[config.mk]
export PLATFORM = sky130hd
export DESIGN_NAME = pla_loop_set
export DESIGN_NICKNAME = d
export VERILOG_FILES = /design/src/loop_pkg.sv /design/src/xgmii_pkg.sv /design/src/pla_loop_set.sv /design/src/loop_merge_arb.sv /design/src/loop_mac_swap.sv /design/src/loop_request_gen.sv
export VERILOG_INCLUDE_DIRS = /design/src
export SDC_FILE = /design/constraint.sdc
export NUM_CORES = 2
export LEC_CHECK = 0
export BUFFER_PORTS_ARGS = -buffer_cell sky130_fd_sc_hd__buf_2
export CAP_MARGIN = 30
export CORE_AREA = 2 2 559 561
export CTS_CLUSTER_SIZE = 25
export DETAILED_ROUTE_END_ITERATION = 10
export DIE_AREA = 0 0 561 563
export GPL_TIMING_DRIVEN = 0
export PLACE_DENSITY = 0.56
export SETUP_SLACK_MARGIN = 0.5
export SYNTH_ARGS = -nofsm -noshare
export SYNTH_HDL_FRONTEND = slang
export SYNTH_SLANG_ARGS = --single-unit
export TNS_END_PERCENT = 1
[constraint.sdc]
create_clock -name I_pla_312m5_clk -period 7.3 [get_ports I_pla_312m5_clk]
set_input_delay 1.095 -clock I_pla_312m5_clk [delete_from_list [all_inputs] [get_ports I_pla_312m5_clk]]
set_output_delay 1.095 -clock I_pla_312m5_clk [all_outputs]
set_load 0.03 [all_outputs]
[src/pla_loop_macros.svh]
/* Loop and request-frame source constants
   Lane widths, link counts, frame sizes and fixed XGMII words */
`ifndef PLA_LOOP_MACROS_SVH
`define PLA_LOOP_MACROS_SVH

// XGMII lane, one 32-bit word per 312.5 MHz cycle
`define PLA_DATA_W          32
`define PLA_CTRL_W          4
`define PLA_MAC_W           48

// Air links, three adapter groups of eight
`define PLA_LINK_NUM        24
`define PLA_LINKS_PER_GRP   8

// Request frame is start, SFD, 16 body words and terminate
`define PLA_REQ_FRAME_LEN   19

// Loop buffer words
`define PLA_LOOP_FIFO_DEPTH 64

// Fixed lane words
`define PLA_IDLE_WORD       32'h07070707
`define PLA_START_WORD      32'hfb555555
`define PLA_SFD_WORD        32'h555555d5
`define PLA_TERM_WORD       32'hfd070707

// Request frame fields
`define PLA_REQ_TAG         16'h80fc
`define PLA_ACM_MODE        4'hf
`define PLA_RMU_REQUEST     32'd1289
`define PLA_RMU_RATE        16'd625

`endif
[src/loop_pkg.sv]
/* Loop block types
   Loop mode, per-link MAC tables and the FSM state encodings */
`include "pla_loop_macros.svh"

package loop_pkg;

    // Bit 0 external loop, bit 1 internal loop; both behaves as external
    typedef enum logic [1:0] {
        LOOP_BYPASS = 2'd0,
        LOOP_EXT    = 2'd1,
        LOOP_INT    = 2'd2,
        LOOP_BOTH   = 2'd3
    } loop_mode_e;

    // One air MAC per link
    typedef logic [`PLA_LINK_NUM-1:0][`PLA_MAC_W-1:0] air_mac_tbl_t;

    // One RCU request MAC per adapter group
    typedef logic [`PLA_LINK_NUM/`PLA_LINKS_PER_GRP-1:0][`PLA_MAC_W-1:0] rcu_mac_tbl_t;

    // Request generator
    typedef enum logic [1:0] {
        REQ_IDLE = 2'd0,
        REQ_WAIT = 2'd1,
        REQ_SEND = 2'd2
    } req_state_e;

    // Output lane arbiter
    typedef enum logic [1:0] {
        ARB_LOOP = 2'd0,
        ARB_GAP  = 2'd1,
        ARB_REQ  = 2'd2
    } arb_state_e;

endpackage

[src/xgmii_pkg.sv]
/* XGMII lane types
   Lane word with its control nibble, and a classifier for word kinds */
`include "pla_loop_macros.svh"

package xgmii_pkg;

    typedef struct packed {
        logic [`PLA_DATA_W-1:0] data;
        logic [`PLA_CTRL_W-1:0] ctrl;
    } xgmii_word_t;

    typedef enum logic [1:0] {
        XGMII_IDLE  = 2'd0,
        XGMII_START = 2'd1,
        XGMII_DATA  = 2'd2,
        XGMII_TERM  = 2'd3
    } xgmii_kind_e;

    // Start only in lane 3, terminate in any lane
    function automatic xgmii_kind_e xgmii_kind(xgmii_word_t w);
        xgmii_kind_e k;
        k = XGMII_IDLE;
        if (w.ctrl == '0)
            k = XGMII_DATA;
        else if (w.ctrl[`PLA_CTRL_W-1] && w.data[`PLA_DATA_W-1 -: 8] == 8'hfb)
            k = XGMII_START;
        else
            for (int i = 0; i < `PLA_CTRL_W; i++)
                if (w.ctrl[i] && w.data[8*i +: 8] == 8'hfd)
                    k = XGMII_TERM;
        return k;
    endfunction

endpackage

[src/pla_loop_set.sv]
/* PLA loopback and request source top
   Picks the loop stream by mode and registers the merged or bypassed lane */
`timescale 1ns/1ps
`include "pla_loop_macros.svh"

module pla_loop_set (
    input  logic                        I_pla_312m5_clk,
    input  logic                        I_pla_rst,
    input  loop_pkg::loop_mode_e        loop_en,
    input  logic [`PLA_LINK_NUM-1:0]    loop_link,
    input  loop_pkg::air_mac_tbl_t      air_mac,
    input  loop_pkg::rcu_mac_tbl_t      rcu_req_mac,
    input  logic [15:0]                 request_ifg,
    input  xgmii_pkg::xgmii_word_t      back_air,
    input  xgmii_pkg::xgmii_word_t      fwd_air,
    output xgmii_pkg::xgmii_word_t      loop_out,
    output logic                        overflow
);

    xgmii_pkg::xgmii_word_t swap_out;
    xgmii_pkg::xgmii_word_t loop_src;
    xgmii_pkg::xgmii_word_t req_word;
    xgmii_pkg::xgmii_word_t merge_out;
    logic                   req_pending;
    logic                   req_last;
    logic                   req_grant;

    loop_request_gen loop_request_gen_i (
        .I_pla_312m5_clk (I_pla_312m5_clk),
        .I_pla_rst       (I_pla_rst),
        .request_ifg     (request_ifg),
        .loop_link       (loop_link),
        .air_mac         (air_mac),
        .rcu_req_mac     (rcu_req_mac),
        .req_grant       (req_grant),
        .req_pending     (req_pending),
        .req_word        (req_word),
        .req_last        (req_last)
    );

    loop_mac_swap loop_mac_swap_i (
        .I_pla_312m5_clk (I_pla_312m5_clk),
        .I_pla_rst       (I_pla_rst),
        .fwd_in          (fwd_air),
        .fwd_out         (swap_out)
    );

    // External loop already has swapped MACs, internal loop swaps here
    assign loop_src = (loop_en == loop_pkg::LOOP_INT) ? swap_out : back_air;

    loop_merge_arb loop_merge_arb_i (
        .I_pla_312m5_clk (I_pla_312m5_clk),
        .I_pla_rst       (I_pla_rst),
        .loop_in         (loop_src),
        .req_pending     (req_pending),
        .req_word        (req_word),
        .req_last        (req_last),
        .req_grant       (req_grant),
        .merge_out       (merge_out),
        .overflow        (overflow)
    );

    // Output register
    always_ff @(posedge I_pla_312m5_clk or posedge I_pla_rst)
    begin
        if (I_pla_rst)
            loop_out <= '{data: `PLA_IDLE_WORD, ctrl: {`PLA_CTRL_W{1'b1}}};
        else if (loop_en == loop_pkg::LOOP_BYPASS)
            loop_out <= back_air;
        else
            loop_out <= merge_out;
    end

endmodule

[src/loop_merge_arb.sv]
/* Loop and request merge
   Buffers loop frames and shares the output lane at frame boundaries */
`timescale 1ns/1ps
`include "pla_loop_macros.svh"

module loop_merge_arb (
    input  logic                    I_pla_312m5_clk,
    input  logic                    I_pla_rst,
    input  xgmii_pkg::xgmii_word_t  loop_in,
    input  logic                    req_pending,
    input  xgmii_pkg::xgmii_word_t  req_word,
    input  logic                    req_last,
    output logic                    req_grant,
    output xgmii_pkg::xgmii_word_t  merge_out,
    output logic                    overflow
);

    localparam int AW = $clog2(`PLA_LOOP_FIFO_DEPTH);

    xgmii_pkg::xgmii_word_t fifo_mem [`PLA_LOOP_FIFO_DEPTH];
    xgmii_pkg::xgmii_word_t fifo_head;
    xgmii_pkg::xgmii_kind_e in_kind;
    xgmii_pkg::xgmii_kind_e head_kind;
    loop_pkg::arb_state_e   state;
    logic [AW:0]            wr_ptr;
    logic [AW:0]            rd_ptr;
    logic                   fifo_empty;
    logic                   fifo_full;
    logic                   in_frame;
    logic                   accept;
    logic                   fifo_wr;
    logic                   fifo_rd;
    logic                   req_turn;

    //------------------------------------------------------------------------
    // Loop FIFO, frame words only
    //------------------------------------------------------------------------
    assign in_kind    = xgmii_pkg::xgmii_kind(loop_in);
    assign accept     = (in_kind == xgmii_pkg::XGMII_START) ||
                        (in_frame && in_kind != xgmii_pkg::XGMII_IDLE);
    assign fifo_empty = (wr_ptr == rd_ptr);
    assign fifo_full  = (wr_ptr[AW] != rd_ptr[AW]) && (wr_ptr[AW-1:0] == rd_ptr[AW-1:0]);
    assign fifo_wr    = accept && !fifo_full;
    assign fifo_rd    = (state == loop_pkg::ARB_LOOP) && !fifo_empty;
    assign fifo_head  = fifo_mem[rd_ptr[AW-1:0]];
    assign head_kind  = xgmii_pkg::xgmii_kind(fifo_head);

    always_ff @(posedge I_pla_312m5_clk)
    begin
        if (fifo_wr)
            fifo_mem[wr_ptr[AW-1:0]] <= loop_in;
    end

    // Source cannot stall, so a full FIFO drops and flags it
    always_ff @(posedge I_pla_312m5_clk or posedge I_pla_rst)
    begin
        if (I_pla_rst)
        begin
            wr_ptr   <= '0;
            rd_ptr   <= '0;
            in_frame <= 1'b0;
            overflow <= 1'b0;
        end
        else
        begin
            if (in_kind == xgmii_pkg::XGMII_START)
                in_frame <= 1'b1;
            else if (in_kind != xgmii_pkg::XGMII_DATA)
                in_frame <= 1'b0;
            if (fifo_wr)
                wr_ptr <= wr_ptr + 1'b1;
            if (fifo_rd)
                rd_ptr <= rd_ptr + 1'b1;
            if (accept && fifo_full)
                overflow <= 1'b1;
        end
    end

    //------------------------------------------------------------------------
    // Arbiter, alternates sources when both are waiting
    //------------------------------------------------------------------------
    always_ff @(posedge I_pla_312m5_clk or posedge I_pla_rst)
    begin
        if (I_pla_rst)
        begin
            state     <= loop_pkg::ARB_GAP;
            req_turn  <= 1'b0;
            merge_out <= '{data: `PLA_IDLE_WORD, ctrl: {`PLA_CTRL_W{1'b1}}};
        end
        else
        begin
            case (state)
                loop_pkg::ARB_GAP:
                begin
                    merge_out <= '{data: `PLA_IDLE_WORD, ctrl: {`PLA_CTRL_W{1'b1}}};
                    if (req_pending && (fifo_empty || req_turn))
                        state <= loop_pkg::ARB_REQ;
                    else if (!fifo_empty)
                        state <= loop_pkg::ARB_LOOP;
                end
                loop_pkg::ARB_LOOP:
                begin
                    // Empty only after a drop broke the frame
                    if (fifo_empty)
                        merge_out <= '{data: `PLA_IDLE_WORD, ctrl: {`PLA_CTRL_W{1'b1}}};
                    else
                    begin
                        merge_out <= fifo_head;
                        if (head_kind == xgmii_pkg::XGMII_TERM)
                        begin
                            state    <= loop_pkg::ARB_GAP;
                            req_turn <= 1'b1;
                        end
                    end
                end
                loop_pkg::ARB_REQ:
                begin
                    merge_out <= req_word;
                    if (req_last)
                    begin
                        state    <= loop_pkg::ARB_GAP;
                        req_turn <= 1'b0;
                    end
                end
                default: state <= loop_pkg::ARB_GAP;
            endcase
        end
    end

    assign req_grant = (state == loop_pkg::ARB_REQ);

endmodule

[src/loop_mac_swap.sv]
/* Forward stream MAC swap
   Three-stage delay line that exchanges DA and SA of every frame */
`timescale 1ns/1ps
`include "pla_loop_macros.svh"

module loop_mac_swap (
    input  logic                    I_pla_312m5_clk,
    input  logic                    I_pla_rst,
    input  xgmii_pkg::xgmii_word_t  fwd_in,
    output xgmii_pkg::xgmii_word_t  fwd_out
);

    localparam int HALF = `PLA_DATA_W / 2;

    xgmii_pkg::xgmii_word_t s1;
    xgmii_pkg::xgmii_word_t s2;
    xgmii_pkg::xgmii_word_t s3;
    xgmii_pkg::xgmii_kind_e in_kind;
    logic [2:0]             word_cnt;
    logic [2:0]             in_idx;
    logic                   do_swap;

    assign in_kind = xgmii_pkg::xgmii_kind(fwd_in);

    // Index of the word now at the input, start is always word 0
    assign in_idx  = (in_kind == xgmii_pkg::XGMII_START) ? 3'd0 : word_cnt;

    // Word 4 at the input: words 3 and 2 sit in s1 and s2
    assign do_swap = (in_idx == 3'd4) && (in_kind == xgmii_pkg::XGMII_DATA);

    // Counts frame words, saturates past the address words
    always_ff @(posedge I_pla_312m5_clk or posedge I_pla_rst)
    begin
        if (I_pla_rst)
            word_cnt <= '0;
        else if (in_kind == xgmii_pkg::XGMII_IDLE)
            word_cnt <= '0;
        else if (in_idx != 3'd7)
            word_cnt <= in_idx + 3'd1;
    end

    // All three address words are rewritten on one edge, then shift as is
    always_ff @(posedge I_pla_312m5_clk or posedge I_pla_rst)
    begin
        if (I_pla_rst)
        begin
            s1 <= '{data: `PLA_IDLE_WORD, ctrl: {`PLA_CTRL_W{1'b1}}};
            s2 <= '{data: `PLA_IDLE_WORD, ctrl: {`PLA_CTRL_W{1'b1}}};
            s3 <= '{data: `PLA_IDLE_WORD, ctrl: {`PLA_CTRL_W{1'b1}}};
        end
        else if (do_swap)
        begin
            // SA upper
            s3.data <= {s1.data[HALF-1:0], fwd_in.data[`PLA_DATA_W-1:HALF]};
            s3.ctrl <= s2.ctrl;
            // SA lower, DA upper
            s2.data <= {fwd_in.data[HALF-1:0], s2.data[`PLA_DATA_W-1:HALF]};
            s2.ctrl <= s1.ctrl;
            // DA lower
            s1.data <= {s2.data[HALF-1:0], s1.data[`PLA_DATA_W-1:HALF]};
            s1.ctrl <= fwd_in.ctrl;
        end
        else
        begin
            s1 <= fwd_in;
            s2 <= s1;
            s3 <= s2;
        end
    end

    assign fwd_out = s3;

endmodule

[src/loop_request_gen.sv]
/* Request frame generator
   Interval timer starts a burst of one request frame per air link */
`timescale 1ns/1ps
`include "pla_loop_macros.svh"

module loop_request_gen (
    input  logic                        I_pla_312m5_clk,
    input  logic                        I_pla_rst,
    input  logic [15:0]                 request_ifg,
    input  logic [`PLA_LINK_NUM-1:0]    loop_link,
    input  loop_pkg::air_mac_tbl_t      air_mac,
    input  loop_pkg::rcu_mac_tbl_t      rcu_req_mac,
    input  logic                        req_grant,
    output logic                        req_pending,
    output xgmii_pkg::xgmii_word_t      req_word,
    output logic                        req_last
);

    localparam int LINK_W = $clog2(`PLA_LINK_NUM);
    localparam int GRP_W  = $clog2(`PLA_LINK_NUM / `PLA_LINKS_PER_GRP);
    localparam int WORD_W = $clog2(`PLA_REQ_FRAME_LEN);

    loop_pkg::req_state_e   state;
    logic [15:0]            ifg_cnt;
    logic                   ifg_fire;
    logic                   burst_busy;
    logic [LINK_W-1:0]      link_idx;
    logic [GRP_W-1:0]       grp_idx;
    logic [WORD_W-1:0]      word_cnt;
    logic [`PLA_MAC_W-1:0]  cur_air_mac;
    logic [`PLA_MAC_W-1:0]  cur_rcu_mac;
    logic                   cur_link_up;

    //------------------------------------------------------------------------
    // Interval timer and burst sequencing
    //------------------------------------------------------------------------
    assign ifg_fire = (ifg_cnt == request_ifg);

    always_ff @(posedge I_pla_312m5_clk or posedge I_pla_rst)
    begin
        if (I_pla_rst)
            ifg_cnt <= '0;
        else if (ifg_fire)
            ifg_cnt <= '0;
        else
            ifg_cnt <= ifg_cnt + 16'd1;
    end

    // IDLE between frames keeps pending low for a cycle after the last word
    always_ff @(posedge I_pla_312m5_clk or posedge I_pla_rst)
    begin
        if (I_pla_rst)
        begin
            state      <= loop_pkg::REQ_IDLE;
            burst_busy <= 1'b0;
            link_idx   <= '0;
            word_cnt   <= '0;
        end
        else
        begin
            case (state)
                loop_pkg::REQ_IDLE:
                begin
                    if (burst_busy)
                        state <= loop_pkg::REQ_WAIT;
                    else if (ifg_fire)
                    begin
                        burst_busy <= 1'b1;
                        link_idx   <= '0;
                        state      <= loop_pkg::REQ_WAIT;
                    end
                end
                // Word 0 goes out in the first granted cycle
                loop_pkg::REQ_WAIT:
                begin
                    if (req_grant)
                    begin
                        word_cnt <= WORD_W'(1);
                        state    <= loop_pkg::REQ_SEND;
                    end
                end
                loop_pkg::REQ_SEND:
                begin
                    if (req_last)
                    begin
                        word_cnt <= '0;
                        state    <= loop_pkg::REQ_IDLE;
                        if (link_idx == LINK_W'(`PLA_LINK_NUM - 1))
                            burst_busy <= 1'b0;
                        else
                            link_idx <= link_idx + 1'b1;
                    end
                    else
                        word_cnt <= word_cnt + 1'b1;
                end
                default: state <= loop_pkg::REQ_IDLE;
            endcase
        end
    end

    assign req_pending = (state == loop_pkg::REQ_WAIT);
    assign req_last    = (state == loop_pkg::REQ_SEND) &&
                         (word_cnt == WORD_W'(`PLA_REQ_FRAME_LEN - 1));

    //------------------------------------------------------------------------
    // Frame words for the current link
    //------------------------------------------------------------------------
    assign grp_idx     = GRP_W'(link_idx / `PLA_LINKS_PER_GRP);
    assign cur_air_mac = air_mac[link_idx];
    assign cur_rcu_mac = rcu_req_mac[grp_idx];
    assign cur_link_up = loop_link[link_idx];

    always_comb
    begin
        req_word.ctrl = '0;
        case (word_cnt)
            'd0:
            begin
                req_word.data = `PLA_START_WORD;
                req_word.ctrl = 4'h8;
            end
            'd1:     req_word.data = `PLA_SFD_WORD;
            'd2:     req_word.data = cur_rcu_mac[47:16];
            'd3:     req_word.data = {cur_rcu_mac[15:0], cur_air_mac[47:32]};
            'd4:     req_word.data = cur_air_mac[31:0];
            // New-set always 1, link-down flag below it
            'd5:     req_word.data = {`PLA_REQ_TAG, 1'b1, ~cur_link_up, 14'd0};
            'd6:     req_word.data = {12'd0, `PLA_ACM_MODE, 16'd0};
            'd8:     req_word.data = `PLA_RMU_REQUEST;
            'd9:     req_word.data = {`PLA_RMU_RATE, 16'd0};
            'd18:
            begin
                req_word.data = `PLA_TERM_WORD;
                req_word.ctrl = 4'hf;
            end
            default: req_word.data = '0;
        endcase
    end

endmodule

# Word level (Yosys, flattened, before mapping)
# Memories as Yosys holds them, arrays and structs flattened.
# Cells that the tools add are included.
# totals
output_inout_bits,37
wordCells,201
input_bits,1412
ff_bits,231
memories,1
mem_bits_rw,2304
# memory_table
name,words,width,rd,rd_clocked_by_memory_dff,wr,line_no,rtl
loop_merge_arb_i.fifo_mem,64,36,1,0,1,loop_merge_arb.sv:20,xgmii_pkg::xgmii_word_t fifo_mem [`PLA_LOOP_FIFO_DEPTH];
# op_classes
reduce_logical,48
eq_ne,52
n_addsub,6
n_bitwise,1
magnitude_cmp,2
mux,69
# op_table
cell,n
$pmux W32 S10,1
$bmux W48 S5,1
$mux W36,6
$eq A8 B8 Y1 const B,15
$pmux W36 S3,1
$bmux W48 S2,1
$mux W48,2
$mux W2,27
$mux W5,6
$logic_and A1 B1 Y1,23
$pmux W5 S2,2
$add A16 B1 Y16 const B,1
$eq A16 B16 Y1,1
$mux W16,1
$eq A5 B3 Y1 const B,3
$add A7 B1 Y7 const B,2
$logic_not A4 Y1,3
$mux W1,12
$ne A2 B2 Y1 const B,6
$pmux W2 S3,2
$reduce_bool A2 Y1,6
$add A5 B1 Y5 const B,2
$eq A2 B2 Y1 const B,5
$eq A5 B2 Y1 const B,2
28 further kinds,47

# Depth between registers and ports, before layout
# logic_depth
ltp_word,16
ltp_mapped,16

# Cells and area by module
# From an unflattened synthesis, not the netlist that was laid out.
# unflattened
cells_unflattened,5529
hier_area_um2,110228.2
# modules_own_cells
module,seq_area_each_um2,cells_each,area_each_um2,instances
loop_merge_arb,70583.9,4056,90959.7,1
loop_request_gen,725.7,1101,12856.1,1
loop_mac_swap,2837.7,254,4450.5,1
pla_loop_set,920.9,118,1961.9,1

# Worst setup path before layout
# Ideal clock, no wire load.
# synth_timing
path_kind,input to register
start,in loop_en[1]
end,mem loop_merge_arb_i.fifo_mem[61][0] (netlist bit) (enable)
stages,12
path_buffers,3
required_ps,6871
setup_ps,429
path_slack_ps,1493
arrival_ps,5378
path_cell_list,nor2b_1 -> buf_2 -> clkbuf_1 -> nand2_1 -> nand2_1 -> nor4bb_1 -> o41a_1 -> o21a_1 -> buf_2 -> nor2b_1 -> nand3_1 -> nor2_1
# synth_rtl
element,line_no,rtl
"start, declared",pla_loop_set.sv:9,"input loop_pkg::loop_mode_e loop_en,"
"end, declared",loop_merge_arb.sv:20,

==> summary.txt <==
STA
  – F_max: 0.146 GHz
  – Setup Skew: 0.104 ns
  – Setup violations, final: 0
  – Final period util: 94.1%
  – Minimum clock period: 6.87 ns
  – RSZ-0062 raised after global routing: no
  – Slew Limit Fails: 0
  – Post-route setup TNS: 0 ns
  – Worst-Margin Slew: 1.20 ns
  – Final hold vios: 0
  – Relative slew slack: 18.2%

Clock network
  – H-tree levels: 5
  – Hold buffer count at CTS: 0
  – Post-CTS sizing: 0
  – TritonCTS clock tree: built
  – Worst-skew pair later-pin latency: 0.99 ns
  – Num CTS Buffers: 291
  – Clk slew on worst S/H paths: 0.06 ns
  – Max clock buf depth: 4
  – Clk sink count: 2535
  – # Post-CTS Setup Buffers: 0
  – Clock Tree Root: clkbuf_16

Setup path
  – RR Endpoint: loop_merge_arb_i.req_turn
  – Critical path endpoint category: flop
  – Crit Path Max Fanout: 65
  – Startpoint types: input pin
  – Worst EP required: 7.93 ns
  – Kind of critical path: input pin to flop
  – Slowest CP cell: nor2_4
  – Reg-to-reg startpoint: loop_merge_arb_i.rd_ptr[2]
  – CP peak stage delay: 1.02 ns
  – R2r setup slk: 0.99 ns
  – Cell with the most instances on the worst path: buf_2
  – CP cell instances: buf_2, nand2b_1, buf_2, buf_2, buf_2, nand2_1, nand2_4, nor4_1, o41a_1, o21a_1, buf_2, nor2b_1, nand3b_1, nor2_4, buf_12, buf_12
  – Worst Reg-to-Reg Cells: 13
  – CP Data Arrival Time: 7.49 ns

Detailed routing
  – DR vias/cell: 6.73
  – Initial DRC count: 18.1k
  – WL final: 767000 microns
  – # DRC: 0
  – Final ANT Viol Nets: 0
  – Wire per inst: 60.3 microns
  – DR pass1 iterations: 8
  – DR vias: 85.7k

Yosys
  – Yosys cell types: 89
  – Asr flop ratio synth: 9.11%
  – Synthesis Warnings: 0
  – Gate Count Post-Synth: 5702
  – Cell area after synthesis: 0.110 sq mm
  – Syn Area/Cell: 19.2 sq um
  – Post-synthesis register bit count: 2535
  – Post-synth EDFFs: 2304
  – Register area share after synthesis: 68.5%
  – Ys flop type: edfxtp_1
  – Post-Syn Nets: 7125

Global route
  – Antenna violations before repair: 384
  – Grt total ovfl: 0
  – GRT Util Overall: 47.5%
  – Vias in the first global route: 74.9k
  – First-pass GRT wire length: 923000 microns
  – Pin count of the biggest net entering global routing: 66

Final layout
  – Most common cell after layout, fill and taps aside: edfxtp_1
  – Most frequent cells in the layout: 2304 x edfxtp_1, 1569 x buf_2, 826 x mux4_2, 301 x mux2i_1, 299 x clkbuf_16
  – Area Overhead vs Synth: 27.5%
  – Fin nets: 9235
  – # fillers: 27.3k
  – Share of cells above drive strength 1: 46.2%
  – Cell area after layout: 0.140 sq mm

Place
  – Area after DPL: 0.129 sq mm
  – Final GP Congestion: 1.08
  – DP Wirelength: 611000 microns
  – # port buffers: 1448

Floorplan
  – Initial Util: 35.3%
  – Die W: 561 microns
  – Die Area: 0.316 sq mm
  – Cell Rows: 205
  – I/O pin total: 1449
  – Core ar.: 0.310 sq mm
  – Chip Height: 563 microns

Power
  – Cell area power density: 353 mW/mm^2
  – Total power: 0.0493 W
  – Lkg Pwr: 48.5 nW
  – Peak VDD IR: 0.326 mV

Run status
  – Status: complete, no violations

Job
  – Max Cap Viol: 0

Hold path
  – Worst hold path type: input pin to asynchronous set/reset pin
## layout make-up
cell class                      count  area, sq um  area share, %
Multi-Input combinational cell   2757        33200           23.8
Clock buffer                      371         7770           5.56
Antenna cell                      574         1440           1.03
Inverter                           25         97.6         0.0698
Timing Repair Buffer             1817        13700           9.82
Clock inverter                    127         1140          0.817
Sequential cell                  2535        75100           53.7
Buffer                            385         2130           1.52
Tap cell                         4140         5180           3.71
## routing by layer
metal	vias up	GRT usage (%)	part of all wire [%]
li1	28815	-	-
met5	-	2.52	0.29
met3	2139	26.3	17
met4	146	36.9	9.6
met2	9697	65.1	40
met1	44893	54.6	33
## cells in the mapped netlist, drive strengths merged (64+ instances only)
master / number / area, sq um
edfxtp: 2304 / 69200
mux4: 826 / 18600
mux2i: 304 / 3040
buf: 236 / 1510
nand2: 232 / 871
nor2: 204 / 766
mux2: 192 / 2160
dfrtp: 150 / 3750
clkbuf: 149 / 559
o21ai: 116 / 581
a21oi: 112 / 564
a22oi: 93 / 698
dfstp: 81 / 2130
a221oi: 71 / 628
o22ai: 64 / 407
## where the power goes
| group | switching (W) | internal (W) | leakage [nW] |
|---|---|---|---|
| clock network | 0.00602 | 0.00823 | 4.36 |
| logic | 0.0127 | 0.00560 | 20.7 |
| registers | 0.000420 | 0.0163 | 23.5 |
## state kept, by name, indices dropped and copies added, names as in the netlist, 3 cells and up
signal,flops
loop_request_gen_i.ifg_cnt,16
loop_request_gen_i.word_cnt,5
loop_out,36
loop_mac_swap_i.s1,36
loop_request_gen_i.link_idx,5
loop_merge_arb_i.rd_ptr,7
loop_merge_arb_i.fifo_mem,2304
loop_merge_arb_i.wr_ptr,7
loop_mac_swap_i.fwd_out,36
loop_mac_swap_i.s2,36
loop_merge_arb_i.merge_out,36
loop_mac_swap_i.word_cnt,3
## stage by stage
step	utilization (%)	setup WS (ns)	hold slack (ns)	instances
global placement	39.3	-5.90	0.347	11290
finish	45.0	0.433	0.185	12731
global route	44.8	0.567	0.194	12482
detailed placement	41.6	-0.0748	0.347	11632
CTS	44.5	0.843	0.164	12130
floorplan	-	1.49	0.345	5702
## kinds of logic after synthesis
family / Yosys count / share of synthesized area, %
muxes: 1322 / 21.7
DFF: 2535 / 68.5
adders and majority gates: 11 / 0.126
xor gates and xnor gates: 50 / 0.399
and+or+nand+nor: 711 / 3.07
buffers and inverters: 410 / 1.97
AOI/OAI and AO/OA: 663 / 4.24
## worst max-delay path: cells and delay by family
| family | cells | cell delay, ns |
|---|---|---|
| AO/OA/AOI/OAI | 2 | 0.86 |
| buffers and inverters | 7 | 1.67 |
| AND/OR/NAND/NOR | 7 | 3.71 |
## worst max path at each step
| stage | cells past startpoint | start | endpoint |
|---|---|---|---|
| CTS | 16 | loop_en[0] | loop_merge_arb_i.fifo_mem[17][11] |
| global route | 16 | loop_en[0] | loop_merge_arb_i.fifo_mem[17][11] |
| global placement | 14 | loop_en[0] | loop_merge_arb_i.fifo_mem[61][9] |
| floorplan | 12 | loop_en[1] | loop_merge_arb_i.fifo_mem[61][0] |
| detailed placement | 16 | loop_en[0] | loop_merge_arb_i.fifo_mem[17][22] |
| finish | 16 | loop_en[0] | loop_merge_arb_i.fifo_mem[17][11] |
No activity file was read; power rests on OpenSTA's default activity.
